--- src/oflow_core_pkg.sv ---
`default_nettype none

package oflow_core_pkg;

	// ------------------------------
	// Feature and score widths
	// ------------------------------

	// One unsigned distance per feature
	localparam int FEATURE_LEN = 8;
	typedef logic [FEATURE_LEN-1:0] feature_t;

	// Weights share the distance width
	localparam int PRODUCT_LEN = 2 * FEATURE_LEN;
	typedef logic [PRODUCT_LEN-1:0] product_t;

	// Six products of 255 x 255 fit in 19 bits, plus one spare
	localparam int SCORE_LEN = 20;
	typedef logic [SCORE_LEN-1:0] score_t;

	// Candidate position inside a group of up to 8
	localparam int INDEX_LEN = 3;
	typedef logic [INDEX_LEN-1:0] index_t;

	// ------------------------------
	// Stream flow control
	// ------------------------------

	// Buffer entries, also the sender's starting credit
	localparam int IN_DEPTH = 4;
	localparam int IN_PTR_LEN = $clog2(IN_DEPTH);
	localparam int IN_CNT_LEN = $clog2(IN_DEPTH + 1);

	// Results the receiver can take before returning a credit
	localparam int OUT_CREDITS = 2;
	localparam int OUT_CRED_LEN = $clog2(OUT_CREDITS + 1);

endpackage

`default_nettype wire

--- src/oflow_reg_pkg.sv ---
`default_nettype none

package oflow_reg_pkg;

	// ------------------------------
	// APB bus widths
	// ------------------------------
	localparam int APB_ADDR_LEN = 8;
	localparam int APB_DATA_LEN = 32;
	typedef logic [APB_ADDR_LEN-1:0] apb_addr_t;
	typedef logic [APB_DATA_LEN-1:0] apb_data_t;

	// ------------------------------
	// Configuration fields
	// ------------------------------
	localparam int WEIGHT_LEN = 8;
	typedef logic [WEIGHT_LEN-1:0] weight_t;

	// Candidates per group minus one
	localparam int GROUP_LEN = 3;
	typedef logic [GROUP_LEN-1:0] group_t;

	// New-box threshold compares against a score
	typedef oflow_core_pkg::score_t score_th_t;

	// Register map, word aligned
	localparam apb_addr_t W_IOU_ADDR = 8'h00;
	localparam apb_addr_t W_WIDTH_ADDR = 8'h04;
	localparam apb_addr_t W_HEIGHT_ADDR = 8'h08;
	localparam apb_addr_t W_COLOR1_ADDR = 8'h0C;
	localparam apb_addr_t W_COLOR2_ADDR = 8'h10;
	localparam apb_addr_t W_HISTORY_ADDR = 8'h14;
	localparam apb_addr_t NUM_OF_HISTORY_FRAMES_ADDR = 8'h18;
	localparam apb_addr_t SCORE_TH_FOR_NEW_BBOX_ADDR = 8'h1C;

endpackage

`default_nettype wire

--- src/oflow_reg_file.sv ---
`timescale 1ns/1ps
`default_nettype none

module oflow_reg_file (
	input  wire logic                       clk,
	input  wire logic                       reset_N,
	// APB slave
	input  wire logic                       apb_psel,
	input  wire logic                       apb_penable,
	input  wire logic                       apb_pwrite,
	input  wire oflow_reg_pkg::apb_addr_t   apb_addr,
	input  wire oflow_reg_pkg::apb_data_t   apb_pwdata,
	output logic                            apb_pready,
	output oflow_reg_pkg::apb_data_t        apb_prdata,
	output logic                            apb_pslverr,
	// Configuration out
	output oflow_reg_pkg::weight_t          w_iou,
	output oflow_reg_pkg::weight_t          w_w,
	output oflow_reg_pkg::weight_t          w_h,
	output oflow_reg_pkg::weight_t          w_color1,
	output oflow_reg_pkg::weight_t          w_color2,
	output oflow_reg_pkg::weight_t          w_dhistory,
	output oflow_reg_pkg::group_t           num_of_history_frame,
	output oflow_reg_pkg::score_th_t        score_th_for_new_bbox
);

	import oflow_reg_pkg::*;

	logic access;
	logic addr_hit;
	logic wr_en;

	// No wait states, every access phase completes
	assign access = apb_psel && apb_penable;
	assign apb_pready = access;

	// Known register addresses
	always_comb
	begin
		case (apb_addr)
			W_IOU_ADDR, W_WIDTH_ADDR, W_HEIGHT_ADDR, W_COLOR1_ADDR,
			W_COLOR2_ADDR, W_HISTORY_ADDR, NUM_OF_HISTORY_FRAMES_ADDR,
			SCORE_TH_FOR_NEW_BBOX_ADDR: addr_hit = 1'b1;
			default: addr_hit = 1'b0;
		endcase
	end

	assign apb_pslverr = access && !addr_hit;
	assign wr_en = access && apb_pwrite;

	// ------------------------------
	// Register writes
	// ------------------------------
	// Upper data bits dropped by the casts
	always_ff @(posedge clk or negedge reset_N)
	begin
		if (!reset_N)
		begin
			w_iou <= '0;
			w_w <= '0;
			w_h <= '0;
			w_color1 <= '0;
			w_color2 <= '0;
			w_dhistory <= '0;
			num_of_history_frame <= '0;
			score_th_for_new_bbox <= '0;
		end
		else if (wr_en)
		begin
			case (apb_addr)
				W_IOU_ADDR: w_iou <= weight_t'(apb_pwdata);
				W_WIDTH_ADDR: w_w <= weight_t'(apb_pwdata);
				W_HEIGHT_ADDR: w_h <= weight_t'(apb_pwdata);
				W_COLOR1_ADDR: w_color1 <= weight_t'(apb_pwdata);
				W_COLOR2_ADDR: w_color2 <= weight_t'(apb_pwdata);
				W_HISTORY_ADDR: w_dhistory <= weight_t'(apb_pwdata);
				NUM_OF_HISTORY_FRAMES_ADDR: num_of_history_frame <= group_t'(apb_pwdata);
				SCORE_TH_FOR_NEW_BBOX_ADDR: score_th_for_new_bbox <= score_th_t'(apb_pwdata);
				// Unknown address, nothing changes
				default: ;
			endcase
		end
	end

	// ------------------------------
	// Read mux
	// ------------------------------
	// Zero outside a read access phase
	always_comb
	begin
		apb_prdata = '0;
		if (access && !apb_pwrite)
		begin
			case (apb_addr)
				W_IOU_ADDR: apb_prdata = apb_data_t'(w_iou);
				W_WIDTH_ADDR: apb_prdata = apb_data_t'(w_w);
				W_HEIGHT_ADDR: apb_prdata = apb_data_t'(w_h);
				W_COLOR1_ADDR: apb_prdata = apb_data_t'(w_color1);
				W_COLOR2_ADDR: apb_prdata = apb_data_t'(w_color2);
				W_HISTORY_ADDR: apb_prdata = apb_data_t'(w_dhistory);
				NUM_OF_HISTORY_FRAMES_ADDR: apb_prdata = apb_data_t'(num_of_history_frame);
				SCORE_TH_FOR_NEW_BBOX_ADDR: apb_prdata = apb_data_t'(score_th_for_new_bbox);
				default: apb_prdata = '0;
			endcase
		end
	end

endmodule

`default_nettype wire

--- src/oflow_feature_in.sv ---
`timescale 1ns/1ps
`default_nettype none

module oflow_feature_in (
	input  wire logic                      clk,
	input  wire logic                      reset_N,
	// Record stream from the sender
	input  wire logic                      in_valid,
	input  wire oflow_core_pkg::feature_t  in_iou,
	input  wire oflow_core_pkg::feature_t  in_width,
	input  wire oflow_core_pkg::feature_t  in_height,
	input  wire oflow_core_pkg::feature_t  in_color1,
	input  wire oflow_core_pkg::feature_t  in_color2,
	input  wire oflow_core_pkg::feature_t  in_history,
	output logic                           in_credit,
	// Buffer head towards the metric
	input  wire logic                      metric_advance,
	output logic                           buf_valid,
	output oflow_core_pkg::feature_t       buf_iou,
	output oflow_core_pkg::feature_t       buf_width,
	output oflow_core_pkg::feature_t       buf_height,
	output oflow_core_pkg::feature_t       buf_color1,
	output oflow_core_pkg::feature_t       buf_color2,
	output oflow_core_pkg::feature_t       buf_history
);

	import oflow_core_pkg::*;

	// Six distances packed per entry
	logic [6*FEATURE_LEN-1:0] mem [IN_DEPTH];
	logic [IN_PTR_LEN-1:0] wr_ptr;
	logic [IN_PTR_LEN-1:0] rd_ptr;
	logic [IN_CNT_LEN-1:0] fill;

	// Wrap at the last entry
	function automatic logic [IN_PTR_LEN-1:0] next_ptr(input logic [IN_PTR_LEN-1:0] ptr);
		if (ptr == IN_PTR_LEN'(IN_DEPTH - 1))
			return '0;
		return ptr + IN_PTR_LEN'(1);
	endfunction

	// Entry storage
	always_ff @(posedge clk)
	begin
		if (in_valid)
			mem[wr_ptr] <= {in_iou, in_width, in_height, in_color1, in_color2, in_history};
	end

	// ------------------------------
	// Pointers and fill count
	// ------------------------------
	always_ff @(posedge clk or negedge reset_N)
	begin
		if (!reset_N)
		begin
			wr_ptr <= '0;
			rd_ptr <= '0;
			fill <= '0;
		end
		else
		begin
			if (in_valid)
				wr_ptr <= next_ptr(wr_ptr);
			if (metric_advance)
				rd_ptr <= next_ptr(rd_ptr);
			// Count moves only when one side is idle
			if (in_valid && !metric_advance)
				fill <= fill + IN_CNT_LEN'(1);
			else if (metric_advance && !in_valid)
				fill <= fill - IN_CNT_LEN'(1);
		end
	end

	// One credit back per popped record, a cycle later
	always_ff @(posedge clk or negedge reset_N)
	begin
		if (!reset_N)
			in_credit <= 1'b0;
		else
			in_credit <= metric_advance;
	end

	// Head of buffer
	assign buf_valid = (fill != '0);
	assign {buf_iou, buf_width, buf_height, buf_color1, buf_color2, buf_history} = mem[rd_ptr];

endmodule

`default_nettype wire

--- src/oflow_similarity_metric.sv ---
`timescale 1ns/1ps
`default_nettype none

module oflow_similarity_metric (
	input  wire logic                      clk,
	input  wire logic                      reset_N,
	// Buffer head
	input  wire logic                      buf_valid,
	input  wire oflow_core_pkg::feature_t  buf_iou,
	input  wire oflow_core_pkg::feature_t  buf_width,
	input  wire oflow_core_pkg::feature_t  buf_height,
	input  wire oflow_core_pkg::feature_t  buf_color1,
	input  wire oflow_core_pkg::feature_t  buf_color2,
	input  wire oflow_core_pkg::feature_t  buf_history,
	output logic                           metric_advance,
	// Weights from the register file
	input  wire oflow_reg_pkg::weight_t    w_iou,
	input  wire oflow_reg_pkg::weight_t    w_w,
	input  wire oflow_reg_pkg::weight_t    w_h,
	input  wire oflow_reg_pkg::weight_t    w_color1,
	input  wire oflow_reg_pkg::weight_t    w_color2,
	input  wire oflow_reg_pkg::weight_t    w_dhistory,
	// Score stream
	input  wire logic                      score_ready,
	output logic                           score_valid,
	output oflow_core_pkg::score_t         score
);

	import oflow_core_pkg::*;

	logic s1_valid;
	product_t p_iou;
	product_t p_width;
	product_t p_height;
	product_t p_color1;
	product_t p_color2;
	product_t p_history;

	// Whole pipe moves as one and stage one takes the head
	assign metric_advance = buf_valid && score_ready;

	// ------------------------------
	// Stage one products
	// ------------------------------
	always_ff @(posedge clk or negedge reset_N)
	begin
		if (!reset_N)
			s1_valid <= 1'b0;
		else if (score_ready)
			s1_valid <= buf_valid;
	end

	// Six weighted distances
	always_ff @(posedge clk)
	begin
		if (score_ready)
		begin
			p_iou <= product_t'(buf_iou) * product_t'(w_iou);
			p_width <= product_t'(buf_width) * product_t'(w_w);
			p_height <= product_t'(buf_height) * product_t'(w_h);
			p_color1 <= product_t'(buf_color1) * product_t'(w_color1);
			p_color2 <= product_t'(buf_color2) * product_t'(w_color2);
			p_history <= product_t'(buf_history) * product_t'(w_dhistory);
		end
	end

	// ------------------------------
	// Stage two sum
	// ------------------------------
	always_ff @(posedge clk or negedge reset_N)
	begin
		if (!reset_N)
			score_valid <= 1'b0;
		else if (score_ready)
			score_valid <= s1_valid;
	end

	always_ff @(posedge clk)
	begin
		if (score_ready)
			score <= score_t'(p_iou) + score_t'(p_width) + score_t'(p_height)
				+ score_t'(p_color1) + score_t'(p_color2) + score_t'(p_history);
	end

endmodule

`default_nettype wire

--- src/oflow_match_select.sv ---
`timescale 1ns/1ps
`default_nettype none

module oflow_match_select (
	input  wire logic                       clk,
	input  wire logic                       reset_N,
	// Score stream from the metric
	input  wire logic                       score_valid,
	input  wire oflow_core_pkg::score_t     score,
	output logic                            score_ready,
	// Configuration
	input  wire oflow_reg_pkg::group_t      num_of_history_frame,
	input  wire oflow_core_pkg::score_t     score_th_for_new_bbox,
	// Result stream, credit based
	input  wire logic                       out_credit,
	output logic                            out_valid,
	output oflow_core_pkg::score_t          out_score,
	output oflow_core_pkg::index_t          out_index,
	output logic                            out_new_bbox
);

	import oflow_core_pkg::*;

	index_t cand_cnt;
	score_t run_min;
	index_t run_idx;
	logic res_pending;
	logic [OUT_CRED_LEN-1:0] cred_cnt;

	logic accept;
	logic group_end;
	logic take_new;
	score_t grp_min;
	index_t grp_idx;

	// ------------------------------
	// Group minimum
	// ------------------------------
	// A group ends after num_of_history_frame + 1 scores
	assign group_end = (cand_cnt >= num_of_history_frame);
	assign accept = score_valid && score_ready;

	// First candidate always wins, later ones only when strictly lower
	assign take_new = (cand_cnt == '0) || (score < run_min);
	assign grp_min = take_new ? score : run_min;
	assign grp_idx = take_new ? cand_cnt : run_idx;

	// Stall only if a second result would land on an unsent one
	assign score_ready = !(res_pending && !out_valid && score_valid && group_end);

	always_ff @(posedge clk or negedge reset_N)
	begin
		if (!reset_N)
			cand_cnt <= '0;
		else if (accept)
			cand_cnt <= group_end ? '0 : cand_cnt + index_t'(1);
	end

	// Running minimum, meaningful only inside a group
	always_ff @(posedge clk)
	begin
		if (accept)
		begin
			run_min <= grp_min;
			run_idx <= grp_idx;
		end
	end

	// ------------------------------
	// Result register and credits
	// ------------------------------
	assign out_valid = res_pending && (cred_cnt != '0);

	always_ff @(posedge clk or negedge reset_N)
	begin
		if (!reset_N)
			res_pending <= 1'b0;
		else if (accept && group_end)
			res_pending <= 1'b1;
		else if (out_valid)
			res_pending <= 1'b0;
	end

	// Result payload
	always_ff @(posedge clk)
	begin
		if (accept && group_end)
		begin
			out_score <= grp_min;
			out_index <= grp_idx;
			out_new_bbox <= (grp_min > score_th_for_new_bbox);
		end
	end

	// Spend on send, regain on out_credit
	always_ff @(posedge clk or negedge reset_N)
	begin
		if (!reset_N)
			cred_cnt <= OUT_CRED_LEN'(OUT_CREDITS);
		else if (out_credit && !out_valid)
			cred_cnt <= cred_cnt + OUT_CRED_LEN'(1);
		else if (out_valid && !out_credit)
			cred_cnt <= cred_cnt - OUT_CRED_LEN'(1);
	end

endmodule

`default_nettype wire

--- src/oflow_tracker_core.sv ---
`timescale 1ns/1ps
`default_nettype none

module oflow_tracker_core (
	input  wire logic                       clk,
	input  wire logic                       reset_N,
	// APB
	input  wire logic                       apb_psel,
	input  wire logic                       apb_penable,
	input  wire logic                       apb_pwrite,
	input  wire oflow_reg_pkg::apb_addr_t   apb_addr,
	input  wire oflow_reg_pkg::apb_data_t   apb_pwdata,
	output logic                            apb_pready,
	output oflow_reg_pkg::apb_data_t        apb_prdata,
	output logic                            apb_pslverr,
	// Candidate records
	input  wire logic                       in_valid,
	input  wire oflow_core_pkg::feature_t   in_iou,
	input  wire oflow_core_pkg::feature_t   in_width,
	input  wire oflow_core_pkg::feature_t   in_height,
	input  wire oflow_core_pkg::feature_t   in_color1,
	input  wire oflow_core_pkg::feature_t   in_color2,
	input  wire oflow_core_pkg::feature_t   in_history,
	// Group end marker, sender side only, groups are counted internally
	input  wire logic                       in_last,
	output logic                            in_credit,
	// Match results
	input  wire logic                       out_credit,
	output logic                            out_valid,
	output oflow_core_pkg::score_t          out_score,
	output oflow_core_pkg::index_t          out_index,
	output logic                            out_new_bbox
);

	import oflow_reg_pkg::*;
	import oflow_core_pkg::*;

	// Configuration
	weight_t w_iou;
	weight_t w_w;
	weight_t w_h;
	weight_t w_color1;
	weight_t w_color2;
	weight_t w_dhistory;
	group_t num_of_history_frame;
	score_th_t score_th_for_new_bbox;

	// Buffer head to metric
	logic buf_valid;
	logic metric_advance;
	feature_t buf_iou;
	feature_t buf_width;
	feature_t buf_height;
	feature_t buf_color1;
	feature_t buf_color2;
	feature_t buf_history;

	// Metric to match select
	logic score_valid;
	logic score_ready;
	score_t score;

	oflow_reg_file oflow_reg_file_i (
		.clk, .reset_N,
		.apb_psel, .apb_penable, .apb_pwrite, .apb_addr, .apb_pwdata,
		.apb_pready, .apb_prdata, .apb_pslverr,
		.w_iou, .w_w, .w_h, .w_color1, .w_color2, .w_dhistory,
		.num_of_history_frame, .score_th_for_new_bbox
	);

	oflow_feature_in oflow_feature_in_i (
		.clk, .reset_N,
		.in_valid, .in_iou, .in_width, .in_height,
		.in_color1, .in_color2, .in_history, .in_credit,
		.metric_advance, .buf_valid,
		.buf_iou, .buf_width, .buf_height,
		.buf_color1, .buf_color2, .buf_history
	);

	oflow_similarity_metric oflow_similarity_metric_i (
		.clk, .reset_N,
		.buf_valid, .buf_iou, .buf_width, .buf_height,
		.buf_color1, .buf_color2, .buf_history, .metric_advance,
		.w_iou, .w_w, .w_h, .w_color1, .w_color2, .w_dhistory,
		.score_ready, .score_valid, .score
	);

	oflow_match_select oflow_match_select_i (
		.clk, .reset_N,
		.score_valid, .score, .score_ready,
		.num_of_history_frame, .score_th_for_new_bbox,
		.out_credit, .out_valid, .out_score, .out_index, .out_new_bbox
	);

endmodule

`default_nettype wire

--- config.mk ---
export PLATFORM = sky130hd
export DESIGN_NAME = oflow_tracker_core
export DESIGN_NICKNAME = d
export VERILOG_FILES = /design/src/oflow_core_pkg.sv /design/src/oflow_reg_pkg.sv /design/src/oflow_reg_file.sv /design/src/oflow_feature_in.sv /design/src/oflow_similarity_metric.sv /design/src/oflow_match_select.sv /design/src/oflow_tracker_core.sv
export SDC_FILE = /design/constraint.sdc
export NUM_CORES = 1
export LEC_CHECK = 0
export ABC_AREA = 1
export BUFFER_PORTS_ARGS = -buffer_cell sky130_fd_sc_hd__buf_2
export CAP_MARGIN = 20
export CELL_PAD_IN_SITES_DETAIL_PLACEMENT = 1
export CELL_PAD_IN_SITES_GLOBAL_PLACEMENT = 1
export CORE_UTILIZATION = 49
export CTS_CLUSTER_SIZE = 12
export DETAILED_ROUTE_END_ITERATION = 6
export PLACE_DENSITY_LB_ADDON = 0.1
export SLEW_MARGIN = 15
export SYNTH_ARGS = -nofsm -noshare
export SYNTH_HDL_FRONTEND = slang
export SYNTH_SLANG_ARGS = --single-unit
--- constraint.sdc ---
create_clock -name clk -period 7.05 [get_ports clk]
set_clock_uncertainty 0.2 [all_clocks]
set_input_delay 0.705 -clock clk [delete_from_list [all_inputs] [get_ports clk]]
set_output_delay 0.705 -clock clk [all_outputs]
set_load 0.005 [all_outputs]
==> results of run 1 <==
cells by family (layout without fill, tap and decap cells):
group / Yosys count / in the layout / share of synthesized area [%]
XOR/XNOR: 99 / 99 / 2.61
adder cells (fa/ha/maj): 569 / 569 / 27.5
AND/OR/NAND/NOR: 1444 / 1444 / 17.8
buffers and inverters: 747 / 914 / 8.85
AO/OA/AOI/OAI: 294 / 294 / 4.64
flip-flops: 441 / 441 / 38.6
multiplexers: 1 / 1 / 0.0339
other: 1 / 18 / 0.0113
worst register-to-register path: cells and delay by family (launching register included):
kind                     cells  cell delay, ps
adder cells (fa/ha/maj)      5            2400
buffers and inverters        6            1370
AND/OR/NAND/NOR              6             680
flip-flops                   1             540
AO/OA/AOI/OAI                2             480
XOR/XNOR                     1             150
final timing paths:
check,depth (start not counted),endpoint,slack (ps),startpoint
max,20,oflow_similarity_metric_i.p_color2[15],920,oflow_feature_in_i.rd_ptr[0]
min,1,oflow_feature_in_i.mem[0][2],90,in_history[2]
max reg2reg,20,oflow_similarity_metric_i.p_color2[15],920,oflow_feature_in_i.rd_ptr[0]
min reg2reg,2,oflow_similarity_metric_i.score_valid,260,oflow_similarity_metric_i.s1_valid
max in group asynchronous,3,oflow_reg_file_i.w_dhistory[0],5030,reset_N
min in group asynchronous,2,oflow_feature_in_i.fill[1],380,reset_N
routing by layer:
metal  vias up  global-route usage (%)  wire (um)
met4         6                    8.47       2960
li1      11600                       -          -
met3       137                    3.48       3540
met5         -                       0         42
met2       438                    48.6      46500
met1     12300                    38.8      44100
state kept, by name (all words and copies together), names as in the netlist, 8 cells and up:
register,cells
oflow_match_select_i.run_min,20
oflow_reg_file_i.score_th_for_new_bbox,20
oflow_reg_file_i.w_dhistory,8
oflow_similarity_metric_i.p_width,16
oflow_reg_file_i.w_h,8
oflow_similarity_metric_i.p_color2,16
oflow_reg_file_i.w_color2,8
oflow_reg_file_i.w_w,8
oflow_match_select_i.out_score,20
oflow_similarity_metric_i.score,19
oflow_reg_file_i.w_color1,8
oflow_similarity_metric_i.p_color1,16
oflow_similarity_metric_i.p_height,16
oflow_similarity_metric_i.p_history,16
oflow_feature_in_i.mem,192
oflow_reg_file_i.w_iou,8
oflow_similarity_metric_i.p_iou,16
Yosys cell counts (all sizes together), types with 34 or more instances:
| master | instances | area, um2 |
|---|---|---|
| nand2 | 844 | 3220 |
| inv | 670 | 2520 |
| edfxtp | 354 | 10600 |
| nor2 | 341 | 1340 |
| ha | 303 | 3790 |
| fa | 266 | 5330 |
| nand3 | 217 | 1110 |
| a21oi | 135 | 676 |
| o21ai | 129 | 646 |
| dfrtp | 86 | 2150 |
| xor2 | 65 | 569 |
| buf | 52 | 327 |
| xnor2 | 34 | 298 |
power groups by stage:
stage,logic [uW],registers (uW),clock network (uW)
6_report,6960,4260,2570
5_1_grt,7880,4320,2700
4_1_cts,7110,4260,2620
3_5_place_dp,7060,4310,0
3_3_place_gp,6790,4270,0
2_1_floorplan,4650,4180,0
cell type report:
type | instances | share of cell area [%]
antenna | 3 | 0.0206
clock buffer | 66 | 3.78
clock inverter | 25 | 0.653
inverter | 670 | 6.92
multi-input combinational | 2422 | 48.1
sequential | 441 | 35.2
tap | 873 | 3.00
timing repair buffer | 153 | 2.31
per-stage QoR:
stage               hold slack, ps  std cells  setup slack (ps)  utilization [%]
detailed placement             242       4558               992             51.8
floorplan                      209       3610              1860                -
finish                        92.4       4653               917             54.3
global route                  79.4       4650               576             54.3
global placement               234       4558              1110             51.8
CTS                           56.7       4650               902             54.3
==> impl_metrics.json, run 1 <==
{
  "cap_violations": 0,
  "path_buf_inv": 6,
  "drcViolationCount": 0,
  "power_frac_clock_pct": 18.6,
  "drtAntennaViolNets": 0,
  "track_usage_pct": 28.7,
  "cts.clk_slew.worst_paths_ps": 60,
  "crit_type": "reg2reg",
  "multiInputGateArea_um2": 17500,
  "cts_tree": "done",
  "ir_drop_mv": 0.448,
  "die_w_um": 262,
  "worstPathCellList": "inv_2 -> buf_12 -> nand2_1 -> nand3_1 -> nand2_1 -> inv_1 -> nand2_1 -> fa_1 -> inv_1 -> fa_1 -> inv_1 -> fa_1 -> inv_1 -> fa_1 -> ha_1 -> a21oi_1 -> o21ai_0 -> nand2_1 -> nand4_1 -> xor2_1",
  "cts_buffers": 50,
  "synthArstFlopShare_pct": 19.7,
  "p_total_uw": 13800,
  "cts_buffer_depth": 3,
  "outcome": "finished, final reports clean",
  "setup-tns-final_ps": 0,
  "end_kind": "flop",
  "worstPathArrival_ps": 6250,
  "rows": 95,
  "worstHoldPathType": "in2reg",
  "slew_headroom_pct": 30.0,
  "dp_hpwl_um": 79000,
  "seq_power_share_pct": 30.9,
  "final_cell_mix": "nand2_1, inv_1, edfxtp_1",
  "required_ps": 7170,
  "postCtsHoldBufs": 1,
  "p_switching_uw": 6270,
  "start_util_pct": 49.5,
  "avgSynthCellArea_um2": 9.23,
  "critPathLaunchType": "flop",
  "p_int_uw": 7510,
  "synth_ff_type": "edfxtp_1",
  "syn_to_final_growth_pct": 9.63,
  "min_period_ps": 6130,
  "power.density_nw_per_um2": 379,
  "port_buffers": 130,
  "synth_edf_count": 354,
  "drive_gt1_share_pct": 6.94,
  "wirelength_um": 97200,
  "drv_slew": 0,
  "synth_warnings": 0,
  "final_common_cell": "nand2_1",
  "ctsResizeCount": 0,
  "finalHoldViolCount": 0,
  "fin_area_um2": 36400,
  "grt_pass1_vias": 26600,
  "vias": 24600,
  "via_per_inst": 5.28,
  "cp_slowest_stage_delay_ps": 580,
  "register_area_um2": 12800,
  "ys_seq_area_share_pct": 38.6,
  "routedWlPerCell_um": 20.9,
  "grt_pass1_wl_um": 152000,
  "syn_inst": 3596,
  "fmax_mhz": 163,
  "gp_congestion": 0.925,
  "ys_types": 42,
  "pwr-share-comb_pct": 50.5,
  "drt_iter0_drc": 1272,
  "synth_area_um2": 33200,
  "die_area_um2": 68800,
  "worst_pin_slew_ps": 1050,
  "fill_cells": 7742,
  "switching_share_pct": 45.5,
  "dpl_cell_area_um2": 34800,
  "antenna_found_initial": 6,
  "clock-sinks": 441,
  "crit_slowest_cell": "inv_2",
  "top_level_ports": 156,
  "rsz0062_at_grt": "false",
  "dieHeight_um": 262,
  "crit_family": "adder cells",
  "drtPass1Iterations": 5,
  "grt_max_degree": 68,
  "overflow": 0,
  "leakage_uw": 0.0180,
  "core-area_um2": 67000,
  "postCtsSetupBuffers": 0,
  "nNetsFinal": 4403,
  "clock_latency_ps": 630,
  "cts-root-buf": "clkbuf_16",
  "ctsHtreeMaxLevel": 2,
  "finalCritPeriodShare_pct": 87.0,
  "synth_seq_cells": 441,
  "setup_violations": 0,
  "path_max_fanout": 44
}
Note: power is estimated with default switching activity, not from simulation.
==> run 2: changes to the inputs <==
--- a/config.mk
+++ b/config.mk
@@ -10,9 +10,10 @@
 export CAP_MARGIN = 20
 export CELL_PAD_IN_SITES_DETAIL_PLACEMENT = 1
 export CELL_PAD_IN_SITES_GLOBAL_PLACEMENT = 1
-export CORE_UTILIZATION = 49
+export CORE_UTILIZATION = 53
 export CTS_CLUSTER_SIZE = 12
 export DETAILED_ROUTE_END_ITERATION = 6
+export GPL_TIMING_DRIVEN = 0
 export PLACE_DENSITY_LB_ADDON = 0.1
 export SLEW_MARGIN = 15
 export SYNTH_ARGS = -nofsm -noshare
==> constraint.sdc (replaced) <==
create_clock -name clk -period 7.2 [get_ports clk]
set_clock_uncertainty 0.2 [all_clocks]
set_input_delay 0.72 -clock clk [delete_from_list [all_inputs] [get_ports clk]]
set_output_delay 0.72 -clock clk [all_outputs]
set_load 0.005 [all_outputs]
==> impl_metrics.json, run 2 (synthesis results as in run 1) <==
{
  "outcome": "finished, final reports clean",
  "fill_cells": 7144,
  "vias": 25600,
  "clock_latency_ps": 630,
  "dp_hpwl_um": 82900,
  "register_area_um2": 12800,
  "drtAntennaViolNets": 0,
  "end_kind": "flop",
  "switching_share_pct": 46.4,
  "cap_violations": 0,
  "drv_slew": 0,
  "fin_area_um2": 36700,
  "wirelength_um": 104000,
  "drive_gt1_share_pct": 7.45,
  "final_common_cell": "nand2_1",
  "p_int_uw": 7440,
  "path_max_fanout": 10,
  "cts-root-buf": "clkbuf_16",
  "crit_type": "reg2reg",
  "start_util_pct": 53.7,
  "worstPathArrival_ps": 6420,
  "postCtsSetupBuffers": 0,
  "core-area_um2": 61800,
  "syn_to_final_growth_pct": 10.7,
  "worst_pin_slew_ps": 1030,
  "cts_buffers": 50,
  "port_buffers": 130,
  "min_period_ps": 6350,
  "ctsHtreeMaxLevel": 2,
  "p_total_uw": 13900,
  "cp_slowest_stage_delay_ps": 650,
  "drcViolationCount": 0,
  "grt_pass1_wl_um": 160000,
  "grt_max_degree": 62,
  "die_w_um": 252,
  "routedWlPerCell_um": 22.2,
  "clock-sinks": 441,
  "cts.clk_slew.worst_paths_ps": 60,
  "cts_tree": "done",
  "largest_register": "oflow_feature_in_i.mem",
  "p_switching_uw": 6450,
  "overflow": 0,
  "multiInputGateArea_um2": 17500,
  "setup_violations": 0,
  "utilization_pct": 59.4,
  "setup-tns-final_ps": 0,
  "leakage_uw": 0.0182,
  "dpl_cell_area_um2": 35100,
  "drt_iter0_drc": 1802,
  "worstPathCellList": "buf_4 -> inv_2 -> clkbuf_1 -> nand2_1 -> nand3_1 -> nand2_1 -> inv_1 -> nand2_1 -> fa_1 -> inv_1 -> fa_1 -> fa_1 -> inv_1 -> fa_1 -> inv_1 -> ha_1 -> a21oi_1 -> o21ai_0 -> nand2_1 -> nand4_1 -> xor2_1",
  "top_level_ports": 156,
  "finalHoldViolCount": 0,
  "rows": 91,
  "drtPass1Iterations": 5,
  "dieHeight_um": 252,
  "crit_slowest_cell": "xor2_1",
  "grt_pass1_vias": 28300,
  "path_buf_inv": 7,
  "critPathLaunchType": "flop",
  "power.density_nw_per_um2": 378,
  "die_area_um2": 63600,
  "antenna_found_initial": 16,
  "rr_worst_depth": 21,
  "largest_reg_flops": 192,
  "rsz0062_at_grt": "false",
  "crit_family": "adder cells",
  "seq_power_share_pct": 29.7,
  "fmax_mhz": 157,
  "track_usage_pct": 33.3,
  "via_per_inst": 5.47,
  "crit_cells": 21,
  "holdPathStages": 1,
  "final_cell_mix": "nand2_1, inv_1, edfxtp_1",
  "cts_buffer_depth": 3,
  "slew_headroom_pct": 31.3,
  "finalCritPeriodShare_pct": 88.2,
  "pwr-share-comb_pct": 52.1,
  "nNetsFinal": 4465,
  "power_frac_clock_pct": 18.3,
  "gp_congestion": 0.893,
  "ir_drop_mv": 0.291,
  "required_ps": 7270,
  "worstHoldPathType": "in2reg"
}
-- run 2: layout make-up --
type / count / share of cell area [%]
Timing Repair Buffer: 138 / 2.19
Antenna cell: 3 / 0.0204
Sequential cell: 441 / 34.9
Multi-Input combinational cell: 2422 / 47.7
Inverter: 670 / 6.88
Clock buffer: 67 / 3.69
Tap cell: 837 / 2.85
Clock inverter: 23 / 0.678
Buffer: 77 / 1.14
-- run 2: metal layers --
metal | global-route usage, % | wire (um) | share of wire (%) | vias to the layer above
li1 | - | - | - | 11800
met4 | 14.0 | 4200 | 4.0 | 12
met5 | 0 | 83 | 0.080 | -
met3 | 4.20 | 4950 | 4.8 | 193
met1 | 42.8 | 44200 | 42 | 13000
met2 | 57.0 | 50600 | 49 | 630
-- run 2: worst register-to-register path: stages (launching register included) --
cell and delay [ps]:
dfrtp_1 400, buf_4 180, inv_2 100, clkbuf_1 530
nand2_1 130, nand3_1 100, nand2_1 240, inv_1 280
nand2_1 120, fa_1 550, inv_1 50, fa_1 460
fa_1 500, inv_1 50, fa_1 480, inv_1 40
ha_1 350, a21oi_1 250, o21ai_0 150, nand2_1 90
nand4_1 90, xor2_1 650
-- run 2: power by group through the flow --
stage / sequential, uW / clock, uW / combinational, uW
after CTS: 4130 / 2560 / 7240
after global routing: 4180 / 2630 / 8020
after floorplan: 4100 / 0 / 4550
after detailed placement: 4170 / 0 / 7120
after global placement: 4200 / 0 / 6710
final: 4120 / 2530 / 7230
-- run 2: worst paths after layout --
path                                                         start                                    end  slack (ps)
min in group asynchronous                                  reset_N           oflow_feature_in_i.wr_ptr[1]         440
max in group asynchronous                                  reset_N         oflow_reg_file_i.w_dhistory[4]        5650
worst max register to register        oflow_feature_in_i.rd_ptr[0]    oflow_similarity_metric_i.p_iou[15]         850
worst min-delay path                                     in_iou[7]          oflow_feature_in_i.mem[2][47]         120
worst max-delay path                  oflow_feature_in_i.rd_ptr[0]    oflow_similarity_metric_i.p_iou[15]         850
worst min register to register  oflow_similarity_metric_i.s1_valid  oflow_similarity_metric_i.score_valid         270
-- run 2: what timing repair did --
item | in CTS | in global routing
endpoints found under the setup margin | 0 | 0
gates resized for setup | 0 | 0
hold buffers | 1 | 0
hold endpoints to repair | 36 | 0
-- run 2: through the flow --
step	setup slack [ps]	hold WS, ps	cells
2_1_floorplan	2010	220	3610
4_1_cts	694	83.3	4673
3_3_place_gp	535	247	4577
5_1_grt	724	101	4677
6_report	847	118	4678
3_5_place_dp	797	255	4582
==> run 3: changes to the inputs <==
--- a/config.mk
+++ b/config.mk
@@ -10,7 +10,7 @@
 export CAP_MARGIN = 20
 export CELL_PAD_IN_SITES_DETAIL_PLACEMENT = 1
 export CELL_PAD_IN_SITES_GLOBAL_PLACEMENT = 1
-export CORE_UTILIZATION = 53
+export CORE_UTILIZATION = 50
 export CTS_CLUSTER_SIZE = 12
 export DETAILED_ROUTE_END_ITERATION = 6
 export GPL_TIMING_DRIVEN = 0
==> impl_metrics.json, run 3 (synthesis results as in run 1) <==
{
  "seq_power_share_pct": 30.1,
  "p_int_uw": 7340,
  "drtAntennaViolNets": 0,
  "largest_reg_flops": 192,
  "path_max_fanout": 10,
  "holdPathStages": 1,
  "multiInputGateArea_um2": 17500,
  "port_buffers": 130,
  "syn_to_final_growth_pct": 10.5,
  "critPathLaunch": "oflow_feature_in_i.rd_ptr[0]",
  "r2r-end": "oflow_similarity_metric_i.p_iou[12]",
  "crit_type": "reg2reg",
  "min_to": "oflow_feature_in_i.mem[0][23]",
  "routedWlPerCell_um": 21.5,
  "end_kind": "flop",
  "cts-root-buf": "clkbuf_16",
  "hp-start": "in_color1[7]",
  "p_total_uw": 13700,
  "fmax_mhz": 156,
  "rr_startpoint": "oflow_feature_in_i.rd_ptr[0]",
  "required_ps": 7320,
  "grt_pass1_wl_um": 158000,
  "drcViolationCount": 0,
  "power.density_nw_per_um2": 373,
  "rr_worst_depth": 18,
  "finalCritPeriodShare_pct": 88.9,
  "worst_pin_slew_ps": 1220,
  "cts.clk_slew.worst_paths_ps": 60,
  "overflow": 0,
  "antenna_found_initial": 11,
  "ir_drop_mv": 0.330,
  "core-area_um2": 65700,
  "layout_setup_ws_ps": 797,
  "die_w_um": 260,
  "outcome": "finished, final reports clean",
  "dieHeight_um": 260,
  "fin_area_um2": 36700,
  "register_area_um2": 12800,
  "fill_cells": 7638,
  "drtPass1Iterations": 5,
  "die_area_um2": 67400,
  "clock_latency_ps": 620,
  "dpl_worst_slack_ps": 914,
  "min_period_ps": 6400,
  "vias": 25200,
  "drv_slew": 0,
  "clock-sinks": 441,
  "final_cells": 4705,
  "cts_tree": "done",
  "top_level_ports": 156,
  "dpl_cell_area_um2": 35100,
  "finalHoldViolCount": 0,
  "setup_violations": 0,
  "r2r_slack_ps": 800,
  "cts_buffer_depth": 3,
  "place_inst": 4609,
  "start_util_pct": 50.5,
  "gp_congestion": 0.937,
  "final_cell_mix": "nand2_1, inv_1, edfxtp_1",
  "worstHoldPathType": "in2reg",
  "p_switching_uw": 6360,
  "rsz0062_at_grt": "false",
  "wirelength_um": 101000,
  "grt_max_degree": 51,
  "cts_buffers": 50,
  "ctsHtreeMaxLevel": 2,
  "drive_gt1_share_pct": 7.37,
  "pwr-share-comb_pct": 51.9,
  "rows": 94,
  "switching_share_pct": 46.4,
  "grt_pass1_vias": 27800,
  "slew_headroom_pct": 18.8,
  "worstPathArrival_ps": 6530,
  "critPathLaunchType": "flop",
  "track_usage_pct": 31.0,
  "largest_register": "oflow_feature_in_i.mem",
  "via_per_inst": 5.35,
  "final_common_cell": "nand2_1",
  "setup-tns-final_ps": 0,
  "drt_iter0_drc": 1635,
  "nNetsFinal": 4463,
  "leakage_uw": 0.0181,
  "cap_violations": 0,
  "dp_hpwl_um": 81500,
  "power_frac_clock_pct": 18.0
}
-- run 3: worst max-delay path, cell delays in order, from the launching register on --
cell      delay (ps)
dfrtp_1          370
buf_4            180
clkbuf_1         470
nor2_1           110
o22ai_1          950
nand2_1          220
fa_1             580
fa_1             550
inv_1             50
fa_1             470
inv_1             50
fa_1             470
inv_1             40
ha_1             350
nand2_1          110
o21ai_0          270
nand2_1           80
nand3_1           90
xor2_1           500
-- run 3: timing repair --
action	in CTS	in global routing
endpoints found under the hold margin	36	0
gates resized for setup	0	0
buffers inserted	0	0
hold buffers	1	0
-- run 3: how the worst max path moves through the flow --
stage | endpoint | slack (ps) | cells past startpoint
after global placement | oflow_match_select_i.run_min[19] | 510 | 6
final | oflow_similarity_metric_i.p_iou[12] | 800 | 18
after global routing | oflow_similarity_metric_i.p_iou[13] | 510 | 18
after floorplan | oflow_feature_in_i.fill[1] | 2010 | 9
after detailed placement | oflow_similarity_metric_i.p_iou[12] | 910 | 18
after CTS | oflow_similarity_metric_i.p_iou[12] | 870 | 18
-- run 3: cell type report --
type                            instances  area share [%]
Clock buffer                           66            3.71
Sequential cell                       441            34.9
Timing Repair Buffer                  136            2.08
Inverter                              670            6.89
Tap cell                              864            2.95
Multi-Input combinational cell       2422            47.7
Antenna cell                            3          0.0205
Buffer                                 77            1.15
Clock inverter                         26           0.563
-- run 3: per-layer routing --
metal | vias up | track usage [%] | routed length (um)
met2 | 562 | 51.9 | 48000
met1 | 12600 | 40.3 | 43900
met5 | - | 0 | 54
met4 | 8 | 11.9 | 4080
met3 | 171 | 4.91 | 5190
li1 | 11800 | - | -
-- run 3: power by group through the flow --
stage	sequential, uW	clock (uW)	combinational (uW)
after floorplan	4100	0	4550
after global placement	4210	0	6740
after detailed placement	4180	0	7050
after CTS	4140	2500	7200
after global routing	4190	2580	8010
final	4130	2470	7110
-- run 3: stage by stage --
stage	hold WS (ps)	util, %
finish	117	55.8
detailed placement	258	53.4
global route	107	55.8
global placement	239	53.2
CTS	92.3	55.8
floorplan	220	-
